$ cat config.mk
export PLATFORM = sky130hd
export DESIGN_NAME = spi_fabric_top
export DESIGN_NICKNAME = d
export VERILOG_FILES = /design/src/hdl/spi_fabric_pkg.sv /design/src/hdl/spi_fabric_top.sv /design/src/hdl/heartbeat.sv /design/src/hdl/miso_router.sv /design/src/hdl/cs_router.sv /design/src/hdl/spi_reg_bank.sv
export SDC_FILE = /design/constraint.sdc
export NUM_CORES = 1
export LEC_CHECK = 0
export BUFFER_PORTS_ARGS = -buffer_cell sky130_fd_sc_hd__buf_4
export CORE_MARGIN = 1
export CORE_UTILIZATION = 35
export DETAILED_ROUTE_END_ITERATION = 10
export PLACE_DENSITY = 0.6
export SLEW_MARGIN = 20
export SYNTH_ARGS = -nofsm -noshare
export SYNTH_HDL_FRONTEND = slang
export SYNTH_SLANG_ARGS = --single-unit
export TNS_END_PERCENT = 100
$ cat constraint.sdc
create_clock -name clk -period 4.02 [get_ports clk]
set_input_delay 0.603 -clock clk [delete_from_list [all_inputs] [get_ports clk]]
set_output_delay 0.603 -clock clk [all_outputs]
set_load 0.1 [all_outputs]
$ cat src/hdl/spi_fabric_pkg.sv
package spi_fabric_pkg;

  //////////////////////////////////////////////////////////////////////
  // master side spi lines
  //////////////////////////////////////////////////////////////////////

  // straight from the mcu pins, not yet synchronized
  typedef struct packed {
    logic sclk;
    logic cs_n;
    logic mosi;
    // low when the frame is meant for the fpga
    logic special_n;
  } spi_bus_t;

  //////////////////////////////////////////////////////////////////////
  // control registers
  //////////////////////////////////////////////////////////////////////

  typedef struct packed {
    // one bit per peripheral, set to route cs and miso
    logic [7:0] mux;
    // board leds
    logic [7:0] led;
    // bit 0 ldac, bit 1 rst, bit 2 uni_bip_a, bit 3 uni_bip_b
    logic [3:0] dac;
  } ctrl_regs_t;

  // address byte then value byte
  localparam int frame_bits = 16;

  // register map
  localparam logic [7:0] addr_led = 8'd7;
  localparam logic [7:0] addr_mux = 8'd8;
  localparam logic [7:0] addr_dac = 8'd9;

endpackage
$ cat src/hdl/spi_fabric_top.sv
`timescale 1ns/1ps

module spi_fabric_top
  import spi_fabric_pkg::*;
#(
  parameter int num_periph = 3,
  parameter int log2_delay = 20
)
(
  input  logic                  clk,
  input  logic                  rst_n,

  // master spi
  input  logic                  sclk,
  input  logic                  cs_n,
  input  logic                  mosi,
  input  logic                  special_n,
  output logic                  miso,

  // shared peripheral lines
  output logic                  periph_sclk,
  output logic                  periph_mosi,

  // per peripheral, adc at bit 0, dac at 1, flash at 2
  output logic [num_periph-1:0] periph_cs_n,
  input  logic [num_periph-1:0] periph_miso,

  // board outputs
  output logic [7:0]            led,
  output logic [3:0]            dac_ctrl,
  output logic [1:0]            hb_led
);

  //////////////////////////////////////////////////////////////////////
  // master bus bundle
  //////////////////////////////////////////////////////////////////////

  spi_bus_t   bus;
  ctrl_regs_t regs;

  assign bus = '{sclk: sclk, cs_n: cs_n, special_n: special_n, mosi: mosi};

  // clock and data go straight to every peripheral
  // only cs decides who listens
  assign periph_sclk = sclk;
  assign periph_mosi = mosi;

  //////////////////////////////////////////////////////////////////////
  // register bank
  //////////////////////////////////////////////////////////////////////

  spi_reg_bank u_reg_bank (
    .clk   (clk),
    .rst_n (rst_n),
    .bus   (bus),
    .regs  (regs)
  );

  assign led      = regs.led;
  // ldac, rst, uni_bip_a, uni_bip_b from bit 0
  assign dac_ctrl = regs.dac;

  //////////////////////////////////////////////////////////////////////
  // routing
  //////////////////////////////////////////////////////////////////////

  cs_router #(
    .num_periph (num_periph)
  ) u_cs_router (
    .bus         (bus),
    .mux         (regs.mux),
    .periph_cs_n (periph_cs_n)
  );

  miso_router #(
    .num_periph (num_periph)
  ) u_miso_router (
    .mux         (regs.mux),
    .periph_miso (periph_miso),
    .miso        (miso)
  );

  //////////////////////////////////////////////////////////////////////
  // heartbeat
  //////////////////////////////////////////////////////////////////////

  // slow blink, shows the clock is alive
  heartbeat #(
    .log2_delay (log2_delay)
  ) u_heartbeat (
    .clk    (clk),
    .rst_n  (rst_n),
    .hb_led (hb_led)
  );

endmodule

$ cat src/hdl/heartbeat.sv
`timescale 1ns/1ps

module heartbeat #(
  parameter int log2_delay = 20
)
(
  input  logic       clk,
  input  logic       rst_n,
  output logic [1:0] hb_led
);

  // width of the slow count
  localparam int bits = 5;

  //////////////////////////////////////////////////////////////////////
  // free running counter
  //////////////////////////////////////////////////////////////////////

  logic [bits+log2_delay-1:0] count;
  // registered top bits
  logic [bits-1:0]            out_cnt;
  logic [bits-1:0]            gray;

  always_ff @(posedge clk)
  begin
    if (!rst_n)
    begin
      count   <= '0;
      out_cnt <= '0;
    end
    else
    begin
      count   <= count + 1'b1;
      // divide by 2**log2_delay
      out_cnt <= count[bits+log2_delay-1 -: bits];
    end
  end

  // binary to gray
  // one bit flips per step
  assign gray = out_cnt ^ (out_cnt >> 1);

  // two low gray bits onto the leds
  assign hb_led = gray[1:0];

endmodule

$ cat src/hdl/miso_router.sv
`timescale 1ns/1ps

module miso_router #(
  parameter int num_periph = 3
)
(
  input  logic [7:0]            mux,
  input  logic [num_periph-1:0] periph_miso,
  output logic                  miso
);

  //////////////////////////////////////////////////////////////////////
  // miso merge
  //////////////////////////////////////////////////////////////////////

  // unselected peripherals masked to zero
  logic [num_periph-1:0] masked;

  assign masked = periph_miso & mux[num_periph-1:0];

  // wired-or of whatever is left
  // several selected lanes just combine
  // special_n plays no part here
  assign miso = |masked;

endmodule

$ cat src/hdl/cs_router.sv
`timescale 1ns/1ps

module cs_router
  import spi_fabric_pkg::*;
#(
  parameter int num_periph = 3
)
(
  input  spi_bus_t              bus,
  input  logic [7:0]            mux,
  output logic [num_periph-1:0] periph_cs_n
);

  //////////////////////////////////////////////////////////////////////
  // chip select routing
  //////////////////////////////////////////////////////////////////////

  // only the low num_periph mux bits have a peripheral behind them
  logic [num_periph-1:0] sel;
  // master cs, active high, copied to every lane
  logic [num_periph-1:0] cs_vec;

  assign sel    = mux[num_periph-1:0];
  assign cs_vec = {num_periph{~bus.cs_n}};

  // pure gates, no flops
  // keeps the master's cs timing intact
  always_comb
  begin
    if (bus.special_n)
    begin
      // normal traffic
      // selected peripherals follow master cs
      periph_cs_n = ~(sel & cs_vec);
    end
    else
    begin
      // fpga is being addressed
      // hold everyone off the bus
      periph_cs_n = '1;
    end
  end

endmodule

$ cat src/hdl/spi_reg_bank.sv
`timescale 1ns/1ps

module spi_reg_bank
  import spi_fabric_pkg::*;
(
  input  logic       clk,
  input  logic       rst_n,
  input  spi_bus_t   bus,
  output ctrl_regs_t regs
);

  // counter has to hold frame_bits + 1 to see an overlong frame
  localparam int cnt_w = $clog2(frame_bits + 2);
  localparam logic [cnt_w-1:0] cnt_max = cnt_w'(frame_bits + 1);
  localparam logic [cnt_w-1:0] cnt_full = cnt_w'(frame_bits);

  // lines at rest, cs and special deasserted
  localparam spi_bus_t bus_idle = '{sclk: 1'b0, cs_n: 1'b1, special_n: 1'b1, mosi: 1'b0};

  //////////////////////////////////////////////////////////////////////
  // input synchronizers
  //////////////////////////////////////////////////////////////////////

  // two flop stages per line
  spi_bus_t sync_1;
  spi_bus_t sync_2;

  // previous values for edge detect
  logic sclk_d;
  logic cs_n_d;

  always_ff @(posedge clk)
  begin
    if (!rst_n)
    begin
      sync_1 <= bus_idle;
      sync_2 <= bus_idle;
      sclk_d <= bus_idle.sclk;
      cs_n_d <= bus_idle.cs_n;
    end
    else
    begin
      sync_1 <= bus;
      sync_2 <= sync_1;
      sclk_d <= sync_2.sclk;
      cs_n_d <= sync_2.cs_n;
    end
  end

  // shift on falling sclk
  logic sclk_fall;
  // end of frame
  logic cs_rise;
  // frame is addressed to the fpga and in progress
  logic in_frame;

  assign sclk_fall = sclk_d & ~sync_2.sclk;
  assign cs_rise   = ~cs_n_d & sync_2.cs_n;
  assign in_frame  = ~sync_2.cs_n & ~sync_2.special_n;

  //////////////////////////////////////////////////////////////////////
  // shift register and bit count
  //////////////////////////////////////////////////////////////////////

  logic [frame_bits-1:0] shift_q;
  logic [cnt_w-1:0]      bit_cnt;

  // msb first
  always_ff @(posedge clk)
  begin
    if (in_frame && sclk_fall)
      shift_q <= {shift_q[frame_bits-2:0], sync_2.mosi};
  end

  always_ff @(posedge clk)
  begin
    if (!rst_n)
      bit_cnt <= '0;
    // idle bus, start over
    else if (sync_2.cs_n)
      bit_cnt <= '0;
    // stick at 17 so long frames never wrap back to 16
    else if (in_frame && sclk_fall && bit_cnt != cnt_max)
      bit_cnt <= bit_cnt + 1'b1;
  end

  //////////////////////////////////////////////////////////////////////
  // decode and commit
  //////////////////////////////////////////////////////////////////////

  logic [7:0] frame_addr;
  logic [7:0] frame_val;
  logic       commit;

  assign frame_addr = shift_q[frame_bits-1 -: 8];
  assign frame_val  = shift_q[7:0];

  // count still holds this frame's total on the cs edge
  assign commit = cs_rise & ~sync_2.special_n & (bit_cnt == cnt_full);

  always_ff @(posedge clk)
  begin
    if (!rst_n)
    begin
      regs <= '0;
    end
    else if (commit)
    begin
      case (frame_addr)
        addr_mux: regs.mux <= frame_val;
        addr_led: regs.led <= frame_val;
        // low nibble only
        addr_dac: regs.dac <= frame_val[3:0];
        // unknown address, nothing written
        default: regs <= regs;
      endcase
    end
  end

endmodule

After elaboration in Yosys (flattened, before gate mapping) --
Cells that the tools add are included.
Word-level totals: register bits after elaboration 74, input bits 9, output and inout bits 20
Cells by class: add/subtract/negate cells 2, eq/ne operators 5, muxes and demuxes 1, bitwise gates (word level) 15, reduce and logical (&&, ||, !) cells 7
Operators by type and width (count):
- $add 25x1->25 const B | 1
- $eq 8x4->1 const B | 2
- $eq 8x3->1 const B | 1
- $and 3x3->3 | 2
- $not 1->1 | 6
- $reduce_and 2->1 | 3
- $add 5x1->5 const B | 1
- $and 1x1->1 | 5
- $eq 5x5->1 const B | 1
- $ne 5x5->1 const B | 1
- $mux 3 | 1
- $not 3->3 | 1
- $reduce_or 3->1 | 1
- $logic_and 1x1->1 | 2
- $reduce_or 2->1 | 1
- $xor 2x2->2 | 1

Logic depth before layout (Yosys ltp) --
depth in word-level cells 5, mapped depth 6

Modules after synthesis --
A second synthesis with hierarchy kept.
Second synthesis, totals: cells, all modules 282, area, all modules 3032.9 µm²
Modules (own cells, without submodules):
- spi_reg_bank | instances 1, cells each 150, area an instance 1848.0 µm², seq. area each 1181.1 µm²
- heartbeat | instances 1, cells each 125, area an instance 1133.6 µm², seq. area each 520.5 µm²
- cs_router | instances 1, cells each 3, area an instance 22.5 µm², seq. area each 0.0 µm²
- spi_fabric_top | instances 1, cells each 2, area an instance 15.0 µm², seq. area each 0.0 µm²
- miso_router | instances 1, cells each 2, area an instance 13.8 µm², seq. area each 0.0 µm²

Worst setup path before layout --
Ideal clock, no wire load.
path type register to register, start point register u_reg_bank.sync_2[2] (netlist bit), end point register u_reg_bank.bit_cnt[0], library setup time 0.119 ns, data arrival time 2.956 ns, data required time 3.901 ns, setup slack 0.945 ns, stages on the path, launching flop included 5, path buffers 0, path through dfxtp_1 -> nor4b_1 -> and2_1 -> xnor2_1 -> nor2_1
On the way: cells in the longest elaborated chain, start to end 4
RTL lines:
- start, declared | line spi_reg_bank.sv:26 | spi_bus_t sync_2;
- start signal, assigned | line spi_reg_bank.sv:37 | sync_2 <= bus_idle;
- start signal, assigned | line spi_reg_bank.sv:44 | sync_2 <= sync_1;
- $not 1->1 | line spi_reg_bank.sv:59 | assign in_frame = ~sync_2.cs_n & ~sync_2.special_n;
- $and 1x1->1 | line spi_reg_bank.sv:59
- $logic_and 1x1->1 (2 in a row) | line spi_reg_bank.sv:83 | else if (in_frame && sclk_fall && bit_cnt != cnt_max)
- end signal, assigned | line spi_reg_bank.sv:84 | bit_cnt <= bit_cnt + 1'b1;
- end, declared | line spi_reg_bank.sv:66 | logic [cnt_w-1:0] bit_cnt;
Several ways; a longest one is shown, not always the timed one. A chain may end at the register's enable or synchronous reset.

Worst setup path in the final report --
start point register u_reg_bank.bit_cnt[0], end point register, netlist name u_reg_bank.regs[8]
On the way: cells in the longest elaborated chain, start to end 3
RTL lines:
- $eq 5x5->1 | line spi_reg_bank.sv:99 | assign commit = cs_rise & ~sync_2.special_n & (bit_cnt == cnt_full);
- $and 1x1->1 | line spi_reg_bank.sv:99
- $reduce_and 2->1 (no source line)
Every way passes these cells.

==> metrics.md <==
| Metric | Value |
|---|---|
| Port Buf Inserts | 28 |
| Post-synth ARST share | 0 |
| EDFF count, synth | 16 |
| Mean Syn Cell Area | ~11 um2 |
| Netlist cell types | 39 |
| Later-pin clock latency in the skew report | 0.34 ns |
| Register area | 1600 um2 |
| CTS H-tree lvls | 3 |
| CTS clock-pin slew for the worst setup and hold paths | approximately 0.07 ns |
| Layout area overhead | 14.4% |
| Primary FF master, synth | dfxtp_1 |
| Worst Tran Pin Value | between 1 and 1.5 ns |
| Synth Warn # | 0 |
| Post-DR wirelength/cell | 12.1 um |
| Final max-slew violation count | 0 |
| Synth top cells by count | dfxtp_1 (56), nor2_1 (39), edfxtp_1 (16), mux2i_1 (16), buf_4 (14) |
| Period utilization | 0.526 |
| Pre-Repair DR Iteration Count | 4 |
| Combinational power share | 0.025 |
| Clock Power Share | 0.409 |
| Largest net degree at the start of global routing | 37 |
| Synthesized cell area | 2870 um2 |
| Count leader, synth | dfxtp_1 |
| Clock Skews | between 0.008 and 0.009 ns |
| P_int | 1040 uW |
| Residual DRC count | 0 |
| First-pass GRT wire length | around 7900 um |
| Via density | ~4.8 |
| Starting Density | 0.366 |
| Clk sinks | just over 70 |
| Total routed wirelength | between 4000 and 5000 um |
| Via count | 1859 |
| Share of layout cells above drive strength 1 | 0.181 |
| # setup viols final | 0 |
| Syn nets | 275 |
| # rows | 32 |
| Die Area | roughly 8600 um2 |
| CP required | 4.22 ns |
| Final setup TNS | 0 ns |
| Initial antenna violation count | 0 |
| Register bit total from synthesis | 72 |
| Area of the multi-input gates | approximately 1100 um2 |
| Synth area leader | dfxtp_1 |
| Setup bufs post-CTS | 0 |
| Max_cap viols | 0 |
| CP Launch Type | flip-flop |
| Hold Vio Cnt, Final | 0 |
| CTS tree | yes |
| Placed wire-length estimate | approximately 3200 um |
| WS Path Type | flip-flop to flip-flop |
| Crit. End Element | flip-flop |
| Switching power | 282 uW |
| Global placement routability congestion | 0.723 |
| Number of global-route vias before repair | 1634 |
| Maximum VDD drop | ~130 uV |
| Switching share of power | 0.214 |
| Starting DRC count in detailed routing | 76 |
| Clock root buffer master | clkbuf_8 |
| Power consumption | 1320 uW |
| Core area | 7850 um2 |
| Share of the synthesized area in the top cell type | 0.391 |
| DIE HEIGHT | 92.6 um |
| Flop-to-flop setup slack | 1.91 ns |
| Post-CTS resize count | 0 |
| N_diodes | 0 |
| Fill cells | 780 |
| Antenna viol nets, final | 0 |
| WP data arrival | 2.32 ns |
| Flop pwr share | 0.566 |
| Fin util | 0.419 |
| Unrepaired setup endpoints after global routing | no |
| Synth area leaders | dfxtp_1 (39%), edfxtp_1 (17%), mux2i_1 (5.6%) |
| P_leak | 0.00134 uW |
| Relative slew slack | 0.326 |
| Ports | 29 |
| Pwr Density | 402 nW/um2 |
| Number of CTS-inserted buffers | 9 |
| HP Class | flip-flop to flip-flop |
| Die Wd | 92.6 um |
| Seq/Total Area, Yosys | 0.558 |
| Max Clk Rate | approximately 0.47 GHz |
| Gr usage total | 0.122 |
| NumNets Final | ~300 |
| Outcome | complete, no violations |
| CTS Hold Bufs | 0 |
| Total gr overflow | 0 |
| CP Max Fanout | 8 |
| Min Clock Period, post-route | 2.11 ns |
| Mapped Cells | between 200 and 300 |
| Clock Tree Buf Depth | 2 |
path summary, 6_finish.rpt:
| kind | startpoint | cells past startpoint | end |
|---|---|---|---|
| worst max-delay path | u_reg_bank.bit_cnt[0] | 6 | u_reg_bank.regs[8] |
| worst min-delay path | u_reg_bank.sync_1[2] | 1 | u_reg_bank.sync_2[2] |
| worst max register to register | u_reg_bank.bit_cnt[0] | 6 | u_reg_bank.regs[8] |
| worst min register to register | u_reg_bank.sync_1[2] | 1 | u_reg_bank.sync_2[2] |
power by group through the flow:
stage / Combinational (uW) / Clock [uW] / Sequential, uW
floorplan: 22.9 / 0 / 762
global placement: 33.1 / 0 / 763
global route: 36.2 / 590 / 747
detailed placement: 33.6 / 0 / 763
CTS: 33.6 / 553 / 747
finish: 33.0 / 540 / 747
critical path, cell delays in order (launching register included):
cell and delay (ns):
dfxtp_1 0.36, inv_1 0.07, ha_1 0.14, nor4bb_1 0.59, nand4_2 0.48, mux2i_1 0.28
nor2_1 0.05
metrics by stage:
stage          worst slack, ns  instance area [um2]  hold WS, ns  std cells
2_1_floorplan            0.945                 2870        0.386        262
3_3_place_gp              1.87                 3100        0.391        374
3_5_place_dp              1.82                 3100        0.391        374
4_1_cts                   1.88                 3280        0.409        390
5_1_grt                   1.79                 3280        0.420        390
6_report                  1.91                 3280        0.407        390
final cells by class:
| type | count | share of cell area |
|---|---|---|
| sequential | 72 | 0.488 |
| inverter | 7 | 0.00800 |
| multi-input combinational | 164 | 0.342 |
| timing repair buffer | 29 | 0.0663 |
| tap | 102 | 0.0389 |
| clock inverter | 6 | 0.0183 |
| clock buffer | 10 | 0.0389 |
registers in the layout (all words and copies together) (netlist names):
signal,cells
u_heartbeat.count,23
u_heartbeat.out_cnt,3
u_reg_bank.bit_cnt,5
u_reg_bank.cs_n_d,1
u_reg_bank.regs,15
u_reg_bank.sclk_d,1
u_reg_bank.shift_q,16
u_reg_bank.sync_1,4
u_reg_bank.sync_2,4
placed cells by master (no fill, tap or decap), types with 2 or more instances in the layout:
| cell type | instances |
|---|---|
| a21oi_1 | 6 |
| and2_1 | 10 |
| and3_1 | 3 |
| buf_4 | 29 |
| clkbuf_8 | 9 |
| clkinv_1 | 3 |
| clkinv_4 | 2 |
| dfxtp_1 | 56 |
| edfxtp_1 | 16 |
| ha_1 | 4 |
| inv_1 | 6 |
| mux2_2 | 3 |
| mux2i_1 | 16 |
| nand2_1 | 6 |
| nand2b_1 | 6 |
| nand3_1 | 12 |
| nand4_1 | 10 |
| nand4_2 | 2 |
| nor2_1 | 39 |
| nor3_1 | 3 |
| nor4_1 | 2 |
| nor4bb_1 | 2 |
| o31ai_1 | 3 |
| or3_1 | 2 |
| or4_1 | 3 |
| xnor2_1 | 9 |
| xor2_1 | 10 |
cells by family (layout without fill, tap and decap cells):
group	after synthesis	count (layout)	synth area share
and+or+nand+nor	111	111	0.223
muxes	19	19	0.0676
xor gates and xnor gates	19	19	0.0580
buffers and inverters	26	52	0.0527
AOI/OAI and AO/OA	11	11	0.0235
DFF	72	72	0.558
adders and majority gates	4	4	0.0174
layer usage:
layer / track usage / wire [um] / vias up
met5: 0 / 0 / -
met4: 0.0859 / 114 / 0
met3: 0.0394 / 211 / 7
met2: 0.168 / 2000 / 44
met1: 0.161 / 2410 / 863
li1: - / - / 945
Power figures use the tool's default switching activity.
